--- config.mk ---
export PLATFORM = sky130hd
export DESIGN_NAME = spi_master
export DESIGN_NICKNAME = d
export VERILOG_FILES = /design/src/spi_mode_pkg.sv /design/src/spi_flow_pkg.sv /design/src/spi_clock_div.sv /design/src/spi_tx_queue.sv /design/src/spi_par2ser.sv /design/src/spi_ser2par.sv /design/src/spi_master_io.sv /design/src/spi_master.sv
export VERILOG_INCLUDE_DIRS = /design/src
export SDC_FILE = /design/constraint.sdc
export NUM_CORES = 1
export LEC_CHECK = 0
export BUFFER_PORTS_ARGS = -buffer_cell sky130_fd_sc_hd__buf_2
export CORE_MARGIN = 2
export CORE_UTILIZATION = 53
export DETAILED_ROUTE_END_ITERATION = 16
export PLACE_DENSITY = 0.85
export REMOVE_ABC_BUFFERS = 1
export SLEW_MARGIN = 0
export SYNTH_ARGS = -nofsm -noshare
export SYNTH_HDL_FRONTEND = slang
export SYNTH_HIERARCHICAL = 1
export SYNTH_SLANG_ARGS = --single-unit
--- constraint.sdc ---
create_clock -name clk -period 4.1 [get_ports clk]
set_input_delay 0.41 -clock clk [delete_from_list [all_inputs] [get_ports clk]]
set_output_delay 0.41 -clock clk [all_outputs]
set_load 0.05 [all_outputs]
--- src/spi_cfg.svh ---
/*
 * spi master build configuration
 * queue depth, receive word width and sclk divider field width
 */
`ifndef SPI_CFG_SVH
`define SPI_CFG_SVH

// transmit queue entries
// the host holds this many credits after reset
`define SPI_QUEUE_DEPTH 8

// receive word holding the last eight bytes of a frame
`define SPI_RX_BITS 64

// width of the sclk divider field
`define SPI_CLKDIV_W 8

`endif

--- src/spi_mode_pkg.sv ---
/*
 * spi wire protocol types
 * frame engine states and the sclk divider value
 */
`default_nettype none
`include "spi_cfg.svh"

package spi_mode_pkg;

   // frame engine states in walking order
   // each state either stays or moves to the next one
   typedef enum logic [1:0] {
      SPI_IDLE  = 2'b00, // ss high and sclk parked
      SPI_SETUP = 2'b01, // ss low before the first edge
      SPI_DATA  = 2'b10, // sclk running
      SPI_HOLD  = 2'b11  // ss kept low after the last edge
   } spi_state_t;

   // half period is value+1 clk cycles
   typedef logic [`SPI_CLKDIV_W-1:0] spi_div_t;

endpackage

`default_nettype wire

--- src/spi_flow_pkg.sv ---
/*
 * host side data types
 * payload bytes, receive word and credit count
 */
`default_nettype none
`include "spi_cfg.svh"

package spi_flow_pkg;

   // one queued byte
   typedef logic [7:0] spi_byte_t;

   // received bits of the frame
   typedef logic [`SPI_RX_BITS-1:0] spi_rx_word_t;

   // 0..depth inclusive
   typedef logic [$clog2(`SPI_QUEUE_DEPTH+1)-1:0] spi_credit_t;

endpackage

`default_nettype wire

--- src/spi_clock_div.sv ---
/*
 * sclk divider
 * half period of div+1 clk cycles with one-cycle strobes ahead of each sclk edge
 */
`timescale 1ns/10ps
`default_nettype none

module spi_clock_div (
   input  wire                         clk,        // core clock
   input  wire                         nreset,     // async active low reset
   input  wire spi_mode_pkg::spi_div_t div,        // half period minus one
   input  wire                         run,        // divider enable
   output logic                        edge_lead,  // sclk leaves rest next cycle
   output logic                        edge_trail, // sclk returns to rest next cycle
   output logic                        sclk_int    // sclk before polarity
);

   import spi_mode_pkg::*;

   spi_div_t cnt;    // cycles spent in this phase
   logic     toggle; // last cycle of a half period

   //####################
   // strobes
   //####################

   // >= keeps the counter sane if div is lowered mid count
   assign toggle     = run & (cnt >= div);
   assign edge_lead  = toggle & ~sclk_int; // rest -> active
   assign edge_trail = toggle & sclk_int;  // active -> rest

   //####################
   // phase counter
   //####################

   always_ff @(posedge clk or negedge nreset) begin
      if (!nreset) begin
         cnt      <= '0;
         sclk_int <= 1'b0;
      end else if (!run) begin
         cnt      <= '0;   // park at rest level
         sclk_int <= 1'b0;
      end else if (toggle) begin
         cnt      <= '0;
         sclk_int <= ~sclk_int;
      end else begin
         cnt <= cnt + 1'b1;
      end
   end

endmodule

`default_nettype wire

--- src/spi_tx_queue.sv ---
/*
 * transmit byte queue
 * circular buffer that hands back one credit for every byte popped
 */
`timescale 1ns/10ps
`default_nettype none
`include "spi_cfg.svh"

module spi_tx_queue (
   input  wire                          clk,      // core clock
   input  wire                          nreset,   // async active low reset
   input  wire                          wr_valid, // host write
   input  wire spi_flow_pkg::spi_byte_t wr_data,  // host byte
   input  wire                          pop,      // engine takes the head
   output spi_flow_pkg::spi_byte_t      rd_data,  // head byte
   output logic                         empty,    // nothing queued
   output logic                         credit    // byte popped last cycle
);

   import spi_flow_pkg::*;

   localparam int DEPTH = `SPI_QUEUE_DEPTH;
   localparam int AW    = $clog2(DEPTH);

   spi_byte_t     mem [DEPTH]; // storage
   logic [AW-1:0] wr_ptr;      // next free slot
   logic [AW-1:0] rd_ptr;      // head slot
   spi_credit_t   fill;        // bytes held
   logic          full;
   logic          wr_en;
   logic          rd_en;

   assign full    = (fill == spi_credit_t'(DEPTH));
   assign empty   = (fill == '0);
   assign wr_en   = wr_valid & ~full;
   assign rd_en   = pop & ~empty;
   assign rd_data = mem[rd_ptr]; // valid in the pop cycle

   //####################
   // storage
   //####################

   always_ff @(posedge clk) begin
      if (wr_en)
         mem[wr_ptr] <= wr_data;
   end

   //####################
   // pointers and credit
   //####################

   always_ff @(posedge clk or negedge nreset) begin
      if (!nreset) begin
         wr_ptr <= '0;
         rd_ptr <= '0;
         fill   <= '0;
         credit <= 1'b0;
      end else begin
         if (wr_en)
            wr_ptr <= (wr_ptr == AW'(DEPTH-1)) ? '0 : wr_ptr + 1'b1; // wrap
         if (rd_en)
            rd_ptr <= (rd_ptr == AW'(DEPTH-1)) ? '0 : rd_ptr + 1'b1;
         fill   <= fill + spi_credit_t'(wr_en) - spi_credit_t'(rd_en);
         credit <= rd_en; // one credit back per byte
      end
   end

   //####################
   // protocol checks
   //####################

   // host writes only while it holds a credit so a full queue never sees one
   a_no_overflow : assert property (@(posedge clk) disable iff (!nreset)
      wr_valid |-> !full);

   // frame engine pops only after seeing the queue non-empty
   a_no_underflow : assert property (@(posedge clk) disable iff (!nreset)
      pop |-> !empty);

endmodule

`default_nettype wire

--- src/spi_par2ser.sv ---
/*
 * transmit serializer
 * loadable byte shift register with a registered mosi bit and a busy flag
 */
`timescale 1ns/10ps
`default_nettype none

module spi_par2ser (
   input  wire                          clk,      // core clock
   input  wire                          nreset,   // async active low reset
   input  wire                          load,     // capture din
   input  wire spi_flow_pkg::spi_byte_t din,      // byte from the queue
   input  wire                          shift,    // next bit out
   input  wire                          lsbfirst, // bit order
   output logic                         dout,     // mosi
   output logic                         busy      // bits left to send
);

   import spi_flow_pkg::*;

   spi_byte_t  sreg;   // bits not yet sent
   spi_byte_t  src;    // byte the next bit comes from
   logic [3:0] remain; // 0..8
   logic       head;   // bit that goes out on shift

   // load and shift may land in the same cycle at the fastest divider
   assign src  = load ? din : sreg;
   assign head = lsbfirst ? src[0] : src[7];
   assign busy = (remain != '0);

   // payload
   always_ff @(posedge clk) begin
      if (shift)
         sreg <= lsbfirst ? {1'b0, src[7:1]} : {src[6:0], 1'b0};
      else if (load)
         sreg <= din;
   end

   always_ff @(posedge clk or negedge nreset) begin
      if (!nreset) begin
         remain <= '0;
         dout   <= 1'b0;
      end else begin
         if (shift)
            dout <= head;               // mosi changes with the shift strobe
         if (load & shift)
            remain <= 4'd7;             // first bit already gone
         else if (load)
            remain <= 4'd8;
         else if (shift & busy)
            remain <= remain - 1'b1;
      end
   end

endmodule

`default_nettype wire

--- src/spi_ser2par.sv ---
/*
 * receive deserializer
 * shifts miso into the receive word in the selected bit order
 */
`timescale 1ns/10ps
`default_nettype none
`include "spi_cfg.svh"

module spi_ser2par (
   input  wire                         clk,      // core clock
   input  wire                         nreset,   // async active low reset
   input  wire                         sample,   // take one miso bit
   input  wire                         din,      // miso
   input  wire                         lsbfirst, // bit order
   output spi_flow_pkg::spi_rx_word_t  dout      // last received bits
);

   // word holds its value between frames
   always_ff @(posedge clk or negedge nreset) begin
      if (!nreset) begin
         dout <= '0;
      end else if (sample) begin
         if (lsbfirst)
            dout <= {din, dout[`SPI_RX_BITS-1:1]}; // enter at the top
         else
            dout <= {dout[`SPI_RX_BITS-2:0], din}; // newest byte lowest
      end
   end

endmodule

`default_nettype wire

--- src/spi_master_io.sv ---
/*
 * spi master frame engine
 * drives ss and sclk and picks shift and sample edges from cpha
 */
`timescale 1ns/10ps
`default_nettype none

module spi_master_io (
   input  wire                            clk,      // core clock
   input  wire                            nreset,   // async active low reset
   input  wire                            cpol,     // sclk rest level
   input  wire                            cpha,     // sample on trailing edge
   input  wire                            lsbfirst, // bit order
   input  wire spi_mode_pkg::spi_div_t    div,      // sclk divider
   input  wire spi_flow_pkg::spi_byte_t   q_data,   // queue head
   input  wire                            q_empty,  // queue empty
   output logic                           q_pop,    // take queue head
   output spi_mode_pkg::spi_state_t       state,    // frame engine state
   output spi_flow_pkg::spi_rx_word_t     rx_data,  // received word
   output logic                           rx_done,  // frame finished
   output logic                           sclk,     // spi clock pin
   output logic                           mosi,     // master out
   output logic                           ss,       // slave select
   input  wire                            miso      // master in
);

   import spi_mode_pkg::*;

   logic      edge_lead;  // strobe ahead of leading edge
   logic      edge_trail; // strobe ahead of trailing edge
   logic      sclk_int;   // raw divider output
   logic      in_idle;
   logic      in_setup;
   logic      in_data;
   logic      shift;      // mosi advances
   logic      sample;     // miso captured
   logic      busy;       // serializer has bits left
   logic      load_byte;  // popped byte goes into serializer
   logic      data_done;  // leave data state
   logic      ss_q;       // ss one cycle ago
   logic [7:0] pop_data;  // byte taken in the pop cycle

   assign in_idle  = (state == SPI_IDLE);
   assign in_setup = (state == SPI_SETUP);
   assign in_data  = (state == SPI_DATA);

   //####################
   // clock
   //####################

   spi_clock_div u_clock_div (
      .clk        (clk),
      .nreset     (nreset),
      .div        (div),
      .run        (~in_idle),   // parked while idle
      .edge_lead  (edge_lead),
      .edge_trail (edge_trail),
      .sclk_int   (sclk_int)
   );

   assign sclk = (sclk_int & in_data) ^ cpol; // only toggles in data

   // cpha 0 pushes the first bit out on the setup trailing strobe
   assign shift  = cpha ? (edge_lead & in_data) : (edge_trail & (in_setup | in_data));
   assign sample = cpha ? (edge_trail & in_data) : (edge_lead & in_data);

   //####################
   // frame engine
   //####################

   // next byte leaves the queue on the sample after its predecessor's last shift
   assign q_pop     = ~q_empty & (in_idle | (sample & ~busy));
   assign data_done = edge_trail & ~busy & ~load_byte & ~q_pop;

   always_ff @(posedge clk or negedge nreset) begin
      if (!nreset) begin
         state <= SPI_IDLE;
      end else begin
         case (state)
            SPI_IDLE  : if (q_pop)      state <= SPI_SETUP;
            SPI_SETUP : if (edge_trail) state <= SPI_DATA;
            SPI_DATA  : if (data_done)  state <= SPI_HOLD;
            SPI_HOLD  : if (edge_trail) state <= SPI_IDLE;
            default   :                 state <= SPI_IDLE;
         endcase
      end
   end

   assign ss = in_idle; // active low

   always_ff @(posedge clk) begin
      if (q_pop)
         pop_data <= q_data; // head moves on after the pop
   end

   always_ff @(posedge clk or negedge nreset) begin
      if (!nreset) begin
         load_byte <= 1'b0;
         ss_q      <= 1'b1;
         rx_done   <= 1'b0;
      end else begin
         load_byte <= q_pop;      // one cycle pop to load
         ss_q      <= ss;
         rx_done   <= ss & ~ss_q; // cycle after ss rises
      end
   end

   //####################
   // shift registers
   //####################

   spi_par2ser u_par2ser (
      .clk      (clk),
      .nreset   (nreset),
      .load     (load_byte),
      .din      (pop_data),
      .shift    (shift),
      .lsbfirst (lsbfirst),
      .dout     (mosi),
      .busy     (busy)
   );

   spi_ser2par u_ser2par (
      .clk      (clk),
      .nreset   (nreset),
      .sample   (sample),
      .din      (miso),
      .lsbfirst (lsbfirst),
      .dout     (rx_data)
   );

   // states advance one step at a time in idle setup data hold order
   a_state_order : assert property (@(posedge clk) disable iff (!nreset)
      (state == $past(state)) || (state == spi_state_t'($past(state) + 2'd1)));

endmodule

`default_nettype wire

--- src/spi_master.sv ---
/*
 * byte stream spi master
 * credit flow transmit queue feeding the frame engine
 */
`timescale 1ns/10ps
`default_nettype none

module spi_master (
   input  wire                          clk,       // core clock
   input  wire                          nreset,    // async active low reset
   input  wire                          cpol,      // sclk rest level
   input  wire                          cpha,      // clock phase
   input  wire                          lsbfirst,  // bit order
   input  wire spi_mode_pkg::spi_div_t  div,       // sclk divider
   input  wire                          tx_valid,  // host byte write
   input  wire spi_flow_pkg::spi_byte_t tx_data,   // host byte
   output logic                         tx_credit, // one credit returned
   output spi_mode_pkg::spi_state_t     state,     // frame engine state
   output spi_flow_pkg::spi_rx_word_t   rx_data,   // received word
   output logic                         rx_done,   // frame finished
   output logic                         sclk,      // spi clock
   output logic                         mosi,      // master out
   output logic                         ss,        // slave select
   input  wire                          miso       // master in
);

   import spi_flow_pkg::*;

   spi_byte_t q_data;  // queue head
   logic      q_empty;
   logic      q_pop;

   spi_tx_queue u_tx_queue (
      .clk      (clk),
      .nreset   (nreset),
      .wr_valid (tx_valid),
      .wr_data  (tx_data),
      .pop      (q_pop),
      .rd_data  (q_data),
      .empty    (q_empty),
      .credit   (tx_credit)
   );

   spi_master_io u_master_io (
      .clk      (clk),
      .nreset   (nreset),
      .cpol     (cpol),
      .cpha     (cpha),
      .lsbfirst (lsbfirst),
      .div      (div),
      .q_data   (q_data),
      .q_empty  (q_empty),
      .q_pop    (q_pop),
      .state    (state),
      .rx_data  (rx_data),
      .rx_done  (rx_done),
      .sclk     (sclk),
      .mosi     (mosi),
      .ss       (ss),
      .miso     (miso)
   );

endmodule

`default_nettype wire

======== Yosys cells after proc, flatten, opt, wreduce, memory -nomap -nowiden ========
Memories as Yosys holds them, arrays and structs flattened. A register that Yosys moved wholly into a read port is not among the register bits.
Cells that the tools add are included.
cells by class
  add/sub/neg operators ................... 6
  multipliers ............................. 0
  div/mod/pow operators ................... 0
  order comparisons ....................... 1
  equal/unequal tests ..................... 10
  shifts and indexed selects .............. 0
  multiplexer cells ....................... 23
  bitwise logic cells ..................... 28
  reduce and logical (&&, ||, !) cells .... 6
operator list
  cell                                                                     number
  64-bit 2-to-1 mux                                                        1
  8-bit 2-to-1 mux                                                         5
  1-bit bitwise AND                                                        17
  4-bit 2-to-1 mux                                                         3
  8-bit by 1-bit adder with 8-bit output, second input constant            1
  8-bit >= comparator                                                      1
  2-bit 2-to-1 mux                                                         4
  1-bit inverter                                                           8
  2-bit case mux with 4 select lines                                       1
  1-bit 2-to-1 mux                                                         7
  3-bit by 1-bit adder with 3-bit output, second input constant            2
  3-bit == test, second input constant                                     2
  3-bit 2-to-1 mux                                                         2
  2-bit by 1-bit inequality test with 1-bit output, second input constant  3
  4-bit by 1-bit adder with 4-bit output                                   1
  2-bit == test, second input constant                                     2
  4-bit == test, second input constant                                     1
  4-bit zero test                                                          1
  4-bit AND reduction                                                      1
  4-bit nonzero test                                                       1
  4-bit by 1-bit subtractor with 4-bit output                              1
  4-bit by 1-bit subtractor with 4-bit output, second input constant       1
  3-bit nonzero test                                                       1
  2-bit by 1-bit == test with 1-bit output, second input constant          1
  5 further kinds                                                          6
word-level totals
  bits in registers ....................... 102
  bits in latches ......................... 0
  memory bits (writable) .................. 64
  ROM bits ................................ 0
  output and inout bits ................... 71
  logic and storage cells ................. 89
  memories ................................ 1
memory list
  name            depth  bits a word  read ports  clocked after Yosys merged registers in  wr ports  RTL line            text
  u_tx_queue.mem  8      8            1           1                                        1         spi_tx_queue.sv:25  spi_byte_t mem [DEPTH];

======== Logic depth before layout (Yosys ltp) ========
Gate-level depths: netlist (run 1).
  depth in word-level cells ............... 13
  mapped depth ............................ 17
  gate-level depth less buffers ........... 17

======== By module ========
Netlist (run 1), hierarchy kept.
modules (own cells, without submodules)
  module         instances  cells an instance  area an instance (µm²)
  spi_tx_queue   1          153                3136.8
  spi_ser2par    1          277                2966.6
  spi_clock_div  1          69                 683.2
  spi_par2ser    1          67                 678.2
  spi_master_io  1          45                 601.8

======== Worst setup path after synthesis (run 1) ========
OpenSTA, ideal clock, no wires.
  kind .................................... register to register
  start ................................... register u_master_io.state[0]
  end ..................................... register u_tx_queue.fill[2]
  setup time .............................. 123 ps
  arrival ................................. 3975 ps
  data required time ...................... 3977 ps
  setup slack ............................. 3 ps
  cell stages (with the launch flop) ...... 17
  cells stage by stage .................... dfrtp_1 inv_1 ha_1 inv_1 nand2b_1 nor2b_1 mux2i_1 or3_1 a21oi_1 nand2b_1 inv_1 ha_1 inv_1 ha_1 inv_1 fa_1 xnor2_1
between the ends
  cells in the longest elaborated chain, start to end .. 11
  elaborated cells on any way between the ends .. 14
  those cells by class .................... add/sub (1); eq/ne (1); mux (1); bitwise (10); reduce/logical (1)
ends and longest elaborated chain
  element                                      RTL line             text
  from (decl)                                  spi_master_io.sv:18  output spi_mode_pkg::spi_state_t state,
  from (signal assigned)                       spi_master_io.sv:77  state <= SPI_IDLE;
  from (signal assigned)                       spi_master_io.sv:80  SPI_IDLE : if (q_pop) state <= SPI_SETUP;
  from (signal assigned)                       spi_master_io.sv:81  SPI_SETUP : if (edge_trail) state <= SPI_DATA;
  2-bit zero test                              spi_master_io.sv:43  assign in_idle = (state == SPI_IDLE);
  net ss                                       spi_master.sv:23     output logic ss,
  1-bit inverter                               spi_master_io.sv:55  .run (~in_idle),
  1-bit bitwise AND                            spi_clock_div.sv:28  assign toggle = run & (cnt >= div);
  1-bit bitwise AND                            spi_clock_div.sv:29  assign edge_lead = toggle & ~sclk_int;
  net u_master_io.edge_lead                    spi_master_io.sv:29  logic edge_lead;
  1-bit bitwise AND                            spi_master_io.sv:65  assign sample = cpha ? (edge_trail & in_data) : (edge_lead & in_data);
  1-bit 2-to-1 mux                             spi_master_io.sv:65
  1-bit bitwise AND                            spi_master_io.sv:72  assign q_pop = ~q_empty & (in_idle | (sample & ~busy));
  1-bit bitwise OR                             spi_master_io.sv:72
  1-bit bitwise AND                            spi_master_io.sv:72
  net q_pop                                    spi_master.sv:31     logic q_pop;
  1-bit bitwise AND                            spi_tx_queue.sv:36   assign rd_en = pop & ~empty;
  net u_tx_queue.rd_en                         spi_tx_queue.sv:31   logic rd_en;
  4-bit by 1-bit subtractor with 4-bit output  spi_tx_queue.sv:63   fill <= fill + spi_credit_t'(wr_en) - spi_credit_t'(rd_en);
  to (signal assigned)                         spi_tx_queue.sv:63
  to (decl)                                    spi_tx_queue.sv:28   spi_credit_t fill;
The timed path passes the listed nets, and every way through them passes these cells.
A chain may end at the register's enable or synchronous reset.

======== Worst setup path after layout (run 1) ========
  start ................................... register u_master_io.u_clock_div.cnt[5]
  end ..................................... register u_tx_queue.fill[2]
between the ends
  cells in the longest elaborated chain, start to end .. 10
  elaborated cells on any way between the ends .. 12
  those cells by class .................... add/sub (1); order compare (1); mux (1); bitwise (9)
ends and longest elaborated chain
  element                                      RTL line             text
  from (decl)                                  spi_clock_div.sv:20  spi_div_t cnt;
  from (signal assigned)                       spi_clock_div.sv:47  cnt <= cnt + 1'b1;
  8-bit >= comparator                          spi_clock_div.sv:28
  1-bit bitwise AND                            spi_clock_div.sv:28
  1-bit bitwise AND                            spi_clock_div.sv:30  assign edge_trail = toggle & sclk_int;
  net u_master_io.edge_trail                   spi_master_io.sv:30  logic edge_trail;
  1-bit bitwise AND                            spi_master_io.sv:65
  1-bit 2-to-1 mux                             spi_master_io.sv:65
  1-bit bitwise AND                            spi_master_io.sv:72
  1-bit bitwise OR                             spi_master_io.sv:72
  1-bit bitwise AND                            spi_master_io.sv:72
  net q_pop                                    spi_master.sv:31
  1-bit bitwise AND                            spi_tx_queue.sv:36
  net u_tx_queue.rd_en                         spi_tx_queue.sv:31
  4-bit by 1-bit subtractor with 4-bit output  spi_tx_queue.sv:63
The timed path passes the listed nets, and every way through them passes these cells.

==> impl_summary.log, run 1 <==
[metrics] result of the run: finished clean
[metrics] Max Clk Rate: 262.3 MHz
[metrics] Total Power Consumption: 7.869 mW
[metrics] number of endpoints with negative hold slack in the final report: 0
[metrics] RSZ-0062 raised after global routing: false
[metrics] DRT Wirelength: 15,900 um
[metrics] Static Leak: 4.089 nW
[metrics] worst max-slew margin expressed relative to the limit: 0.2851
[metrics] vertical die dimension: 127.4 um
[metrics] Fin Clk Skew: 0.01392 ns
[metrics] proportion of synthesized flip-flops having asynchronous set or reset: 0.5402
[metrics] Overall Global Routing Usage: 0.2029
[metrics] number of buffers on the longest clock path: 2
[metrics] # clock sinks: 174
[metrics] max-cap violation count: 0
[metrics] power per cell area: 856.5 nW/um2
[metrics] per-cell via count in the routed design: 5.681
[metrics] setup tns final: 0 ns
[metrics] Setup crit start kind: flop
[metrics] total number of vias: 5,136
[metrics] die area: 16,220 um2
[metrics] number of nets with antenna violations after detailed routing: 0
[metrics] crit path cell chain: ha_1, nand4_1, o311ai_4, and3_1, mux2i_1, or3_1, a21oi_1, nand2b_1, inv_1, ha_1, inv_1, ha_1, inv_1, fa_1, xnor2_1
[metrics] clock-pin transition on the worst setup and hold timing paths: 0.07 ns
[metrics] CTS Hold Buffers Added: 0
[metrics] crit-path max cell delay: 0.42 ns
[metrics] flop-to-flop setup slack: 0.29 ns
[metrics] WP buf/inv: 3
[metrics] fraction of the yosys area taken by sequential cells: 0.5796
[metrics] fraction of final layout cells sized beyond drive strength 1: 0.2346
[metrics] average instance area after synthesis: 13.20 um2
[metrics] Chip Width: 127.4 um
[metrics] global placement routability congestion: 0.8826
[metrics] initial antenna violation count: 0
[metrics] placement-stage cell area: 8608 um2
[metrics] CORE AREA: 15,030 um2
[metrics] TritonRoute pass-1 iters: 5
[metrics] number of enable-type register cells in the synthesized netlist: 72
[metrics] Crit Path Max Fanout: 5
[metrics] number of clock buffers inserted by TritonCTS: 17
[metrics] post-synthesis instance area: 8066 um2
[metrics] Synth area leader: dfrtp_1
[metrics] area share of the largest cell type after synthesis: 0.2885
[metrics] Post CTS Setup Buffer Count: 0
[metrics] Worst Reg-to-Reg Cells: 15
[metrics] slew at the pin closest to its max-slew limit: 1.072 ns
[metrics] Critical Path End Type: flop
[metrics] Worst IR Drop VDD: 0.0006719 V
[metrics] HPWL after DPL: 10,630 um
[metrics] clock latency of the later-clocked register in the worst-skew pair: 0.43 ns
[metrics] number of failing setup endpoints in the final timing report: 0
[metrics] CP Data Required Time: 4.43 ns
[metrics] CTS tree: built
[metrics] DRC errors left: 0
[metrics] standard cell with the maximum stage delay on the critical path: dfrtp_1
[metrics] vias in the first global route: 5,036
[metrics] Post-layout nets: 752
[metrics] cts repair resizes: 0
[metrics] initial cell density of the core: 0.5366
[metrics] count of state elements after synthesis: 174
[metrics] flip-flop cell with the highest count after synthesis: dfrtp_1
[metrics] cell family with most CP delay: adder cells
[metrics] library cells used by synthesis: 58
[metrics] Worst R2R End: u_tx_queue/fill[2]
[metrics] number of top-level design ports: 94
[metrics] overall overflow remaining after global route: 0
[metrics] post-route fraction of the period consumed by the critical path: 0.9298
[metrics] final critical-path required period: 3.812 ns
[metrics] wire per inst: 17.59 um
[metrics] synthesized netlist cell count: 611
[metrics] synth-to-layout area growth: 13.90%
[metrics] wire length of the first global-routing pass: 25,680 um
[metrics] Iter 0 DRT Violations: 376
[metrics] root buffer cell: clkbuf_16
[metrics] Synth area leaders: dfrtp_1, edfxtp_1, mux2i_1
[metrics] worst hold path type: input port to asynchronous set/reset pin
[metrics] data arrival at the endpoint of the critical path: 4.14 ns
[metrics] ant diodes: 0
[metrics] fin. max-slew vios: 0
[metrics] number of levels in the clock H-tree: 4
[metrics] pin count of the biggest net entering global routing: 129
[metrics] number of warnings issued by yosys: 6
[metrics] class of the most critical setup path: flop to flop
[metrics] row count: 45
[metrics] final instance area: 9188 um2
[metrics] count of input and output buffers: 93
[metrics] beginning of the worst register-to-register path: u_master_io/u_clock_div/cnt[5]
-- final cells by class --
cell class	instances	area [um2]
Clock buffer	18	429.2
Clock inverter	14	135.1
Fill cell	1089	5846
Inverter	30	112.6
Multi-Input combinational cell	376	3034
Sequential cell	174	4676
Tap cell	188	235.2
Timing Repair Buffer	104	565.5
-- routing by layer --
metal / share of wire / vias to the layer above / global-route usage
li1: - / 2416 / -
met1: 0.42 / 2564 / 0.2575
met2: 0.51 / 125 / 0.3382
met3: 0.044 / 31 / 0.04313
met4: 0.022 / 0 / 0.08985
met5: 0 / - / 0
-- placed cells by master (no fill, tap or decap), drive strengths merged, types with 2 or more instances in the layout --
master / Yosys / final
buf: 24 / 104
dfrtp: 93 / 93
mux2i: 74 / 74
a21oi: 74 / 74
nor2: 74 / 74
edfxtp: 72 / 72
inv: 30 / 34
ha: 25 / 25
clkbuf: 7 / 18
mux4: 16 / 16
mux2: 15 / 15
nor3: 13 / 13
dfxtp: 8 / 8
nand3: 7 / 7
nand2b: 7 / 7
nand2: 6 / 6
xor2: 6 / 6
a22o: 5 / 5
o22ai: 5 / 5
clkinvlp: 0 / 5
clkinv: 0 / 4
nor2b: 4 / 4
nor3b: 4 / 4
and3: 4 / 4
o311ai: 4 / 4
xnor2: 3 / 3
a21o: 3 / 3
o211ai: 3 / 3
o21ai: 3 / 3
a31oi: 2 / 2
-- stage by stage --
stage	hold WS [ns]	setup slack (ns)	instances	util
2_1_floorplan	0.1144	-2.085	580	-
3_3_place_gp	0.4628	0.4307	870	0.5726
3_5_place_dp	0.4644	0.1607	870	0.5726
4_1_cts	0.1241	0.1722	902	0.6102
5_1_grt	0.1653	0.05352	904	0.6112
6_report	0.08334	0.2879	904	0.6112
-- kinds of logic (layout without fill, tap and decap cells) --
family,count (synthesis),after routing,share of synthesized area
XOR/XNOR,9,9,0.009773
multiplexers,105,105,0.1649
flip-flops,174,174,0.5796
AND/OR/NAND/NOR,127,127,0.07492
buffers and inverters,61,166,0.04514
adder cells (fa/ha/maj),26,26,0.04126
AO/OA/AOI/OAI,109,109,0.08438
-- power by group --
group	switching [mW]	leakage (nW)	internal [mW]	total (mW)
logic	2.16	1.92	1.15	3.31
clock network	0.677	0.260	0.844	1.52
registers	0.602	1.91	2.43	3.04
total	3.44	4.09	4.43	7.87
-- how the worst max path moves through the flow --
| stage | endpoint | cells past startpoint | slack [ns] | startpoint |
|---|---|---|---|---|
| detailed placement | u_tx_queue/fill[2] | 18 | 0.16 | div[2] |
| floorplan | u_master_io/u_ser2par/dout[0] | 8 | -2.08 | u_master_io/state[0] |
| global placement | u_tx_queue/fill[2] | 18 | 0.43 | div[2] |
| CTS | u_tx_queue/fill[2] | 17 | 0.17 | u_master_io/u_clock_div/cnt[0] |
| finish | u_tx_queue/fill[2] | 15 | 0.29 | u_master_io/u_clock_div/cnt[5] |
| global route | u_tx_queue/fill[2] | 17 | 0.05 | u_master_io/u_clock_div/cnt[0] |
-- worst register-to-register path, stage by stage (launching register included) --
cell and delay, ns:
dfrtp_1 0.42, ha_1 0.31, nand4_1 0.22, o311ai_4 0.40, and3_1 0.28, mux2i_1 0.12
or3_1 0.31, a21oi_1 0.22, nand2b_1 0.17, inv_1 0.12, ha_1 0.24, inv_1 0.06
ha_1 0.17, inv_1 0.06, fa_1 0.39, xnor2_1 0.23
-- sequential cells by signal, indices dropped and copies added, names as in the netlist --
signal	cells
u_master_io/u_par2ser/remain	4
u_master_io/rx_done	1
u_master_io/pop_data	8
u_master_io/u_clock_div/cnt	8
u_master_io/u_par2ser/sreg	8
u_tx_queue/wr_ptr	3
u_master_io/ss_q	1
u_tx_queue/credit	1
u_master_io/state	2
u_tx_queue/fill	4
u_tx_queue/mem	64
u_master_io/u_ser2par/dout	64
u_master_io/u_par2ser/dout	1
u_master_io/u_clock_div/sclk_int	1
u_master_io/load_byte	1
u_tx_queue/rd_ptr	3
-- Yosys cell counts, types with 3 or more instances --
| library cell | instances |
|---|---|
| mux4_2 | 8 |
| a22o_1 | 5 |
| o311ai_0 | 3 |
| nand3_1 | 7 |
| nand2b_1 | 6 |
| nor3b_1 | 4 |
| buf_1 | 3 |
| mux2_4 | 8 |
| o22ai_1 | 5 |
| mux2_2 | 7 |
| xnor2_1 | 3 |
| a21oi_1 | 74 |
| nor2b_1 | 4 |
| clkbuf_1 | 7 |
| nor2_1 | 74 |
| buf_6 | 3 |
| ha_1 | 25 |
| mux2i_1 | 74 |
| buf_2 | 10 |
| inv_1 | 30 |
| buf_8 | 6 |
| a21o_1 | 3 |
| dfrtp_1 | 93 |
| nor3_1 | 13 |
| o211ai_1 | 3 |
| edfxtp_1 | 72 |
| dfxtp_1 | 8 |
| nand2_1 | 6 |
| and3_1 | 3 |
| xor2_1 | 6 |
| mux4_1 | 8 |
Power figures use the tool's default switching activity.
==> inputs of run 2 (changes only) <==
- CTS_BUF_LIST: unset -> sky130_fd_sc_hd__clkbuf_4 sky130_fd_sc_hd__clkbuf_8 sky130_fd_sc_hd__clkbuf_16
- GPL_ROUTABILITY_DRIVEN: unset -> 0
==> impl_summary.log, run 2 (synthesis results as in run 1) <==
[metrics] number of nets with antenna violations after detailed routing: 0 (unchanged)
[metrics] Iter 0 DRT Violations: 378 (+0.53%)
[metrics] standard cell with the maximum stage delay on the critical path: dfrtp_1
[metrics] Max Clk Rate: 262.8 MHz (+0.19%)
[metrics] met3 capacity usage during global routing: 0.04313 (unchanged)
[metrics] DRT Wirelength: 15,950 um (+0.27%)
[metrics] wire per inst: 17.64 um (+0.27%)
[metrics] sequential cell fraction of total power: 0.385 (about the same)
[metrics] Hold Worst Slack: 0.08526 ns (+0.001927 ns)
[metrics] RSZ-0062 raised after global routing: false
[metrics] post-route fraction of the period consumed by the critical path: 0.9280 (-0.001774)
[metrics] number of filler instances in the final layout: 1,092 (+0.28%)
[metrics] post-route setup slack: 0.2952 ns (+0.007275 ns)
[metrics] count of placed standard cells in the final layout, fillers left out: 904 (unchanged)
[metrics] HPWL after DPL: 10,630 um (unchanged)
[metrics] max-cap violation count: 0 (unchanged)
[metrics] Post CTS Setup Buffer Count: 0 (unchanged)
[metrics] DP Cell Count: 870 (unchanged)
[metrics] met2 layer usage reported by global route: 0.3363 (-0.001887)
[metrics] crit path cell chain: ha_1, nand4_1, o311ai_4, and3_1, mux2i_1, or3_1, a21oi_1, nand2b_1, inv_1, ha_1, inv_1, ha_1, inv_1, fa_1, xnor2_1
[metrics] Internal Power: 4.439 mW (+0.15%)
[metrics] row count: 45 (unchanged)
[metrics] number of clock buffers inserted by TritonCTS: 17 (unchanged)
[metrics] final instance area: 9191 um2 (about the same)
[metrics] part of the total power dissipated in combinational logic: 0.421 (about the same)
[metrics] registers with the most flip-flops: u_master_io/u_ser2par/dout: 64 flops, u_tx_queue/mem: 64 flops
[metrics] Worst IR Drop VDD: 0.0006728 V (+0.13%)
[metrics] number of endpoints with negative hold slack in the final report: 0 (unchanged)
[metrics] number of levels in the clock H-tree: 4 (unchanged)
[metrics] count of input and output buffers: 93 (unchanged)
[metrics] wire length of the first global-routing pass: 25,720 um (+0.14%)
[metrics] root buffer cell: clkbuf_16
[metrics] vertical die dimension: 127.4 um (unchanged)
[metrics] leading cell types in the layout, fill and taps excluded: dfrtp_1, buf_2, mux2i_1, a21oi_1, nor2_1
[metrics] Setup crit start kind: flop
[metrics] Fin Clk Skew: 0.01138 ns (-0.002540 ns)
[metrics] cell family with most CP delay: adder cells
[metrics] global routing's busiest layer: met2
[metrics] Worst R2R End: u_tx_queue/fill[2]
[metrics] beginning of the worst register-to-register path: u_master_io/u_clock_div/cnt[5]
[metrics] GRT met1 Usage: 0.2583 (+0.0008554)
[metrics] number of failing setup endpoints in the final timing report: 0 (unchanged)
[metrics] data arrival at the endpoint of the critical path: 4.14 ns (about the same)
[metrics] worst max-slew margin expressed relative to the limit: 0.2816 (-0.003451)
[metrics] CP Data Required Time: 4.43 ns (about the same)
[metrics] # clock sinks: 174 (unchanged)
[metrics] crit-path max cell delay: 0.42 ns (about the same)
[metrics] WP buf/inv: 3 (unchanged)
[metrics] worst hold path type: input port to asynchronous set/reset pin
[metrics] vias in the first global route: 5,045 (+0.18%)
[metrics] synth-to-layout area growth: 13.94% (about the same)
[metrics] CTS Hold Buffers Added: 0 (unchanged)
[metrics] placement-stage cell area: 8608 um2 (unchanged)
[metrics] Static Leak: 4.092 nW (about the same)
[metrics] Crit Path Max Fanout: 5 (unchanged)
[metrics] total number of vias: 5,135 (-0.019%)
[metrics] die area: 16,220 um2 (unchanged)
[metrics] fraction of final layout cells sized beyond drive strength 1: 0.2360 (+0.001397)
[metrics] CTS tree: built
[metrics] Overall Global Routing Usage: 0.2031 (+0.0002741)
[metrics] ant diodes: 0 (unchanged)
[metrics] initial cell density of the core: 0.5366 (unchanged)
[metrics] worst-case setup slack after placement: 0.1607 ns (unchanged)
[metrics] per-cell via count in the routed design: 5.680 (about the same)
[metrics] share of total power in the clock network: 0.194 (about the same)
[metrics] fin. max-slew vios: 0 (unchanged)
[metrics] clock-pin transition on the worst setup and hold timing paths: 0.07 ns (about the same)
[metrics] CORE AREA: 15,030 um2 (unchanged)
[metrics] Post-layout nets: 752 (unchanged)
[metrics] initial antenna violation count: 0 (unchanged)
[metrics] most common cell after layout, fill and taps aside: dfrtp_1
[metrics] clock latency of the later-clocked register in the worst-skew pair: 0.43 ns (about the same)
[metrics] class of the most critical setup path: flop to flop
[metrics] Chip Width: 127.4 um (unchanged)
[metrics] final cell utilization of the core: 0.6114 (about the same)
[metrics] Worst Reg-to-Reg Cells: 15 (unchanged)
[metrics] result of the run: finished clean
[metrics] DRC errors left: 0 (unchanged)
[metrics] switching power total: 3.441 mW (+0.11%)
[metrics] power per cell area: 857.3 nW/um2 (about the same)
[metrics] TritonRoute pass-1 iters: 5 (unchanged)
[metrics] switching fraction of total power: 0.4367 (about the same)
[metrics] pin count of the biggest net entering global routing: 129 (unchanged)
[metrics] number of buffers on the longest clock path: 2 (unchanged)
[metrics] slew at the pin closest to its max-slew limit: 1.078 ns (+0.005177 ns)
[metrics] setup tns final: 0 ns (unchanged)
[metrics] cts repair resizes: 0 (unchanged)
[metrics] number of top-level design ports: 94 (unchanged)
[metrics] flop-to-flop setup slack: 0.30 ns (about the same)
[metrics] final critical-path required period: 3.805 ns (-0.007275 ns)
[metrics] overall overflow remaining after global route: 0 (unchanged)
[metrics] Total Power Consumption: 7.880 mW (+0.14%)
[metrics] Critical Path End Type: flop
[run 2: area by class of cell]
type	instances	area [um2]	area share
flip-flops and latches	174	4676	0.5087
multi-input cells	376	3034	0.3301
repair buffers	104	565.5	0.06153
clock buffers	18	432.9	0.04710
well taps	188	235.2	0.02559
clock inverters	14	135.1	0.01470
inverters	30	112.6	0.01225
[run 2: metal layers]
metal / vias to the layer above / wire (um)
li1: 2416 / -
met4: 0 / 450
met3: 35 / 693
met2: 138 / 8126
met5: - / 0
met1: 2546 / 6675
[run 2: worst reg2reg max path: stages (launching register included)]
cell	delay, ns
dfrtp_1	0.42
ha_1	0.31
nand4_1	0.21
o311ai_4	0.40
and3_1	0.28
mux2i_1	0.12
or3_1	0.31
a21oi_1	0.21
nand2b_1	0.17
inv_1	0.12
ha_1	0.24
inv_1	0.06
ha_1	0.17
inv_1	0.06
fa_1	0.39
xnor2_1	0.23
[run 2: how the worst max path moves through the flow]
stage / startpoint / end / slack, ns / cells past startpoint
after floorplan: u_master_io/state[0] / u_master_io/u_ser2par/dout[0] / -2.08 / 8
after global placement: div[2] / u_tx_queue/fill[2] / 0.43 / 18
after detailed placement: div[2] / u_tx_queue/fill[2] / 0.16 / 18
after CTS: u_master_io/u_clock_div/cnt[0] / u_tx_queue/fill[2] / 0.17 / 17
after global routing: u_master_io/u_clock_div/cnt[0] / u_tx_queue/fill[2] / 0.05 / 17
final: u_master_io/u_clock_div/cnt[5] / u_tx_queue/fill[2] / 0.30 / 15
[run 2: power groups by stage]
stage	Combinational, mW	Clock, mW	Sequential [mW]
4_1_cts	3.33	1.56	3.03
5_1_grt	3.54	1.63	3.12
2_1_floorplan	1.44	0	3.99
3_3_place_gp	3.15	0	3.00
3_5_place_dp	3.31	0	3.06
6_report	3.32	1.53	3.03
==> inputs of run 3 (changes only) <==
- SYNTH_HIERARCHICAL: 1 -> unset
==> impl_summary.log, run 3 <==
[metrics] worst-case setup slack after placement: 0.6440 ns (+0.4833 ns)
[metrics] standard cell with the maximum stage delay on the critical path: a2111oi_4
[metrics] DRC errors left: 0 (unchanged)
[metrics] pin count of the biggest net entering global routing: 65 (-50%)
[metrics] final critical-path required period: 3.354 ns (-0.4507 ns)
[metrics] CTS tree: built
[metrics] Synth area leader: dfrtp_1
[metrics] vertical die dimension: 129.7 um (+1.9%)
[metrics] HPWL after DPL: 10,100 um (-4.9%)
[metrics] Iter 0 DRT Violations: 300 (-21%)
[metrics] data arrival at the endpoint of the critical path: 3.67 ns (-0.47 ns)
[metrics] count of state elements after synthesis: 173 (-0.57%)
[metrics] TritonRoute pass-1 iters: 4 (-1)
[metrics] post-synthesis instance area: 8381 um2 (+3.9%)
[metrics] average instance area after synthesis: 15.58 um2 (+18%)
[metrics] Chip Width: 129.7 um (+1.9%)
[metrics] row count: 45 (unchanged)
[metrics] registers with the most flip-flops: u_master_io.u_ser2par.dout: 64 flops, u_tx_queue.mem: 64 flops
[metrics] number of enable-type register cells in the synthesized netlist: 72 (unchanged)
[metrics] result of the run: finished clean
[metrics] ant diodes: 0 (unchanged)
[metrics] area share of the largest cell type after synthesis: 0.2747 (-0.01380)
[metrics] CTS Hold Buffers Added: 0 (unchanged)
[metrics] number of nets with antenna violations after detailed routing: 0 (unchanged)
[metrics] Total Power Consumption: 5.240 mW (-34%)
[metrics] Post-layout nets: 679 (-9.7%)
[metrics] number of clock buffers inserted by TritonCTS: 17 (unchanged)
[metrics] cell family with most CP delay: adder cells
[metrics] synth-to-layout area growth: 13.68%
[metrics] crit path cell chain: inv_1, ha_1, nand2b_4, a2111oi_4, o311ai_2, nand2_1, inv_1, ha_1, inv_1, ha_1, fa_1, xor2_1
[metrics] Post CTS Setup Buffer Count: 0 (unchanged)
[metrics] cts repair resizes: 0 (unchanged)
[metrics] total number of vias: 4,680 (-8.9%)
[metrics] fraction of the yosys area taken by sequential cells: 0.5549 (-0.02471)
[metrics] clock latency of the later-clocked register in the worst-skew pair: 0.43 ns (about the same)
[metrics] worst max-slew margin expressed relative to the limit: 0.1797 (-0.1019)
[metrics] Overall Global Routing Usage: 0.1871 (-0.01600)
[metrics] initial antenna violation count: 0 (unchanged)
[metrics] proportion of synthesized flip-flops having asynchronous set or reset: 0.5376 (-0.002658)
[metrics] max-cap violation count: 0 (unchanged)
[metrics] fin. max-slew vios: 0 (unchanged)
[metrics] Setup crit start kind: flop
[metrics] Worst IR Drop VDD: 0.0005086 V (-24%)
[metrics] initial cell density of the core: 0.5472 (+0.01064)
[metrics] setup tns final: 0 ns (unchanged)
[metrics] most numerous cell in the Yosys netlist: dfrtp_1
[metrics] DRT Wirelength: 15,140 um (-5.0%)
[metrics] count of input and output buffers: 93 (unchanged)
[metrics] class of the most critical setup path: flop to flop
[metrics] wire per inst: 17.73 um (+0.52%)
[metrics] number of warnings issued by yosys: 0 (-6)
[metrics] number of top-level design ports: 94 (unchanged)
[metrics] vias in the first global route: 4,847 (-3.9%)
[metrics] cell types with the highest counts after synthesis: dfrtp_1, mux2_2, edfxtp_1
[metrics] Crit Path Max Fanout: 10 (+5)
[metrics] number of endpoints with negative hold slack in the final report: 0 (unchanged)
[metrics] wire length of the first global-routing pass: 24,440 um (-5.0%)
[metrics] fraction of final layout cells sized beyond drive strength 1: 0.4697 (+0.2336)
[metrics] post-route fraction of the period consumed by the critical path: 0.8181 (-0.1099)
[metrics] root buffer cell: clkbuf_16
[metrics] CORE AREA: 15,310 um2 (+1.9%)
[metrics] number of buffers on the longest clock path: 2 (unchanged)
[metrics] clock-pin transition on the worst setup and hold timing paths: 0.07 ns (about the same)
[metrics] library cells used by synthesis: 50 (-14%)
[metrics] per-cell via count in the routed design: 5.480 (-3.5%)
[metrics] number of failing setup endpoints in the final timing report: 0 (unchanged)
[metrics] synthesized netlist cell count: 538 (-12%)
[metrics] WP buf/inv: 3 (unchanged)
[metrics] slew at the pin closest to its max-slew limit: 1.221 ns (+0.1435 ns)
[metrics] flip-flop cell with the highest count after synthesis: dfrtp_1
[metrics] Critical Path End Type: flop
[metrics] # clock sinks: 173 (-0.57%)
[metrics] overall overflow remaining after global route: 0 (unchanged)
[metrics] Max Clk Rate: 298.1 MHz (+13%)
[metrics] number of levels in the clock H-tree: 4 (unchanged)
[metrics] Fin Clk Skew: 0.01761 ns (+0.006232 ns)
[metrics] post-route setup slack: 0.7459 ns (+0.4507 ns)
[metrics] die area: 16,830 um2 (+3.8%)
[metrics] RSZ-0062 raised after global routing: false
[metrics] number of filler instances in the final layout: 1,114 (+2.0%)
[metrics] leading cell types in the layout, fill and taps excluded: buf_2, dfrtp_1, mux2_2, edfxtp_1, mux2_4
[metrics] power per cell area: 550.0 nW/um2 (-36%)
[metrics] Synth area leaders: dfrtp_1, edfxtp_1, mux2_2
[metrics] CP Data Required Time: 4.42 ns (about the same)
[metrics] Static Leak: 4.311 nW (+5.3%)
[metrics] crit-path max cell delay: 0.48 ns (+0.06 ns)
[metrics] worst hold path type: input port to asynchronous set/reset pin
[run 3: cell count changes after synthesis, sizes merged, moves of 5 or more]
cell,before,now
mux2,15,147
a21oi,74,9
mux2i,74,12
nor2,74,22
nand2,6,19
nor3,13,3
buf,24,16
inv,30,24
a22o,5,0
o21ai,3,8
o22ai,5,0
[run 3: kinds of logic (layout without fill, tap and decap cells)]
logic type               after synthesis  in the layout  share of synthesized area
buffers and inverters                 48            153                    0.03792
XOR/XNOR                              11             11                    0.01150
flip-flops                           173            173                     0.5549
multiplexers                         175            175                     0.2817
adder cells (fa/ha/maj)               26             26                    0.03971
AO/OA/AOI/OAI                         36             36                    0.03419
AND/OR/NAND/NOR                       69             69                    0.04001
[run 3: worst register-to-register path, stage by stage (launching register included)]
cell and delay (ns):
dfrtp_1 0.41, inv_1 0.07, ha_1 0.26, nand2b_4 0.15, a2111oi_4 0.48, o311ai_2 0.29, nand2_1 0.22, inv_1 0.21
ha_1 0.34, inv_1 0.04, ha_1 0.21, fa_1 0.38, xor2_1 0.17
[run 3: power breakdown]
part           leakage [nW]  switching (mW)  internal (mW)  total, mW
Combinational          2.05           0.662          0.599       1.26
Sequential             1.98           0.247           2.09       2.34
Clock                 0.281           0.657          0.981       1.64
[run 3: final timing paths]
check | startpoint | end | slack, ns | cells after the start
min | nreset | u_master_io.u_ser2par.dout[4] | 0.04 | 1
min reg2reg | u_master_io.u_par2ser.remain[0] | u_master_io.u_par2ser.remain[0] | 0.50 | 1
max reg2reg | u_master_io.u_clock_div.cnt[0] | u_tx_queue.fill[2] | 0.75 | 12
min in group clk | tx_data[4] | u_tx_queue.mem[2][4] | 0.27 | 1
max | u_master_io.u_clock_div.cnt[0] | u_tx_queue.fill[2] | 0.75 | 12
max in group asynchronous | nreset | u_master_io.u_ser2par.dout[35] | 3.12 | 2
[run 3: final cells by class]
class	instances	area, um2	share of cell area
repair buffers	97	510.5	0.05359
clock buffers	21	455.4	0.04781
clock inverters	11	143.9	0.01510
flip-flops and latches	173	4651	0.4882
multi-input cells	317	3412	0.3582
well taps	211	264.0	0.02771
inverters	24	90.09	0.009456
[run 3: layer usage]
layer,part of all wire,GRT usage,vias up
met4,0.020,0.07147,0
li1,-,-,2168
met2,0.50,0.3092,99
met1,0.44,0.2397,2389
met3,0.037,0.04756,24
met5,0,0,-
[run 3: stage by stage]
| step | area (um2) | hold WS (ns) | utilization | instances |
|---|---|---|---|---|
| 6_report | 9527 | 0.04120 | 0.6221 | 854 |
| 5_1_grt | 9527 | 0.09187 | 0.6221 | 854 |
| 4_1_cts | 9527 | 0.06485 | 0.6221 | 854 |
| 3_5_place_dp | 8927 | 0.4811 | 0.5829 | 822 |
| 3_3_place_gp | 8927 | 0.4509 | 0.5829 | 822 |
| 2_1_floorplan | 8153 | 0.1144 | - | 514 |
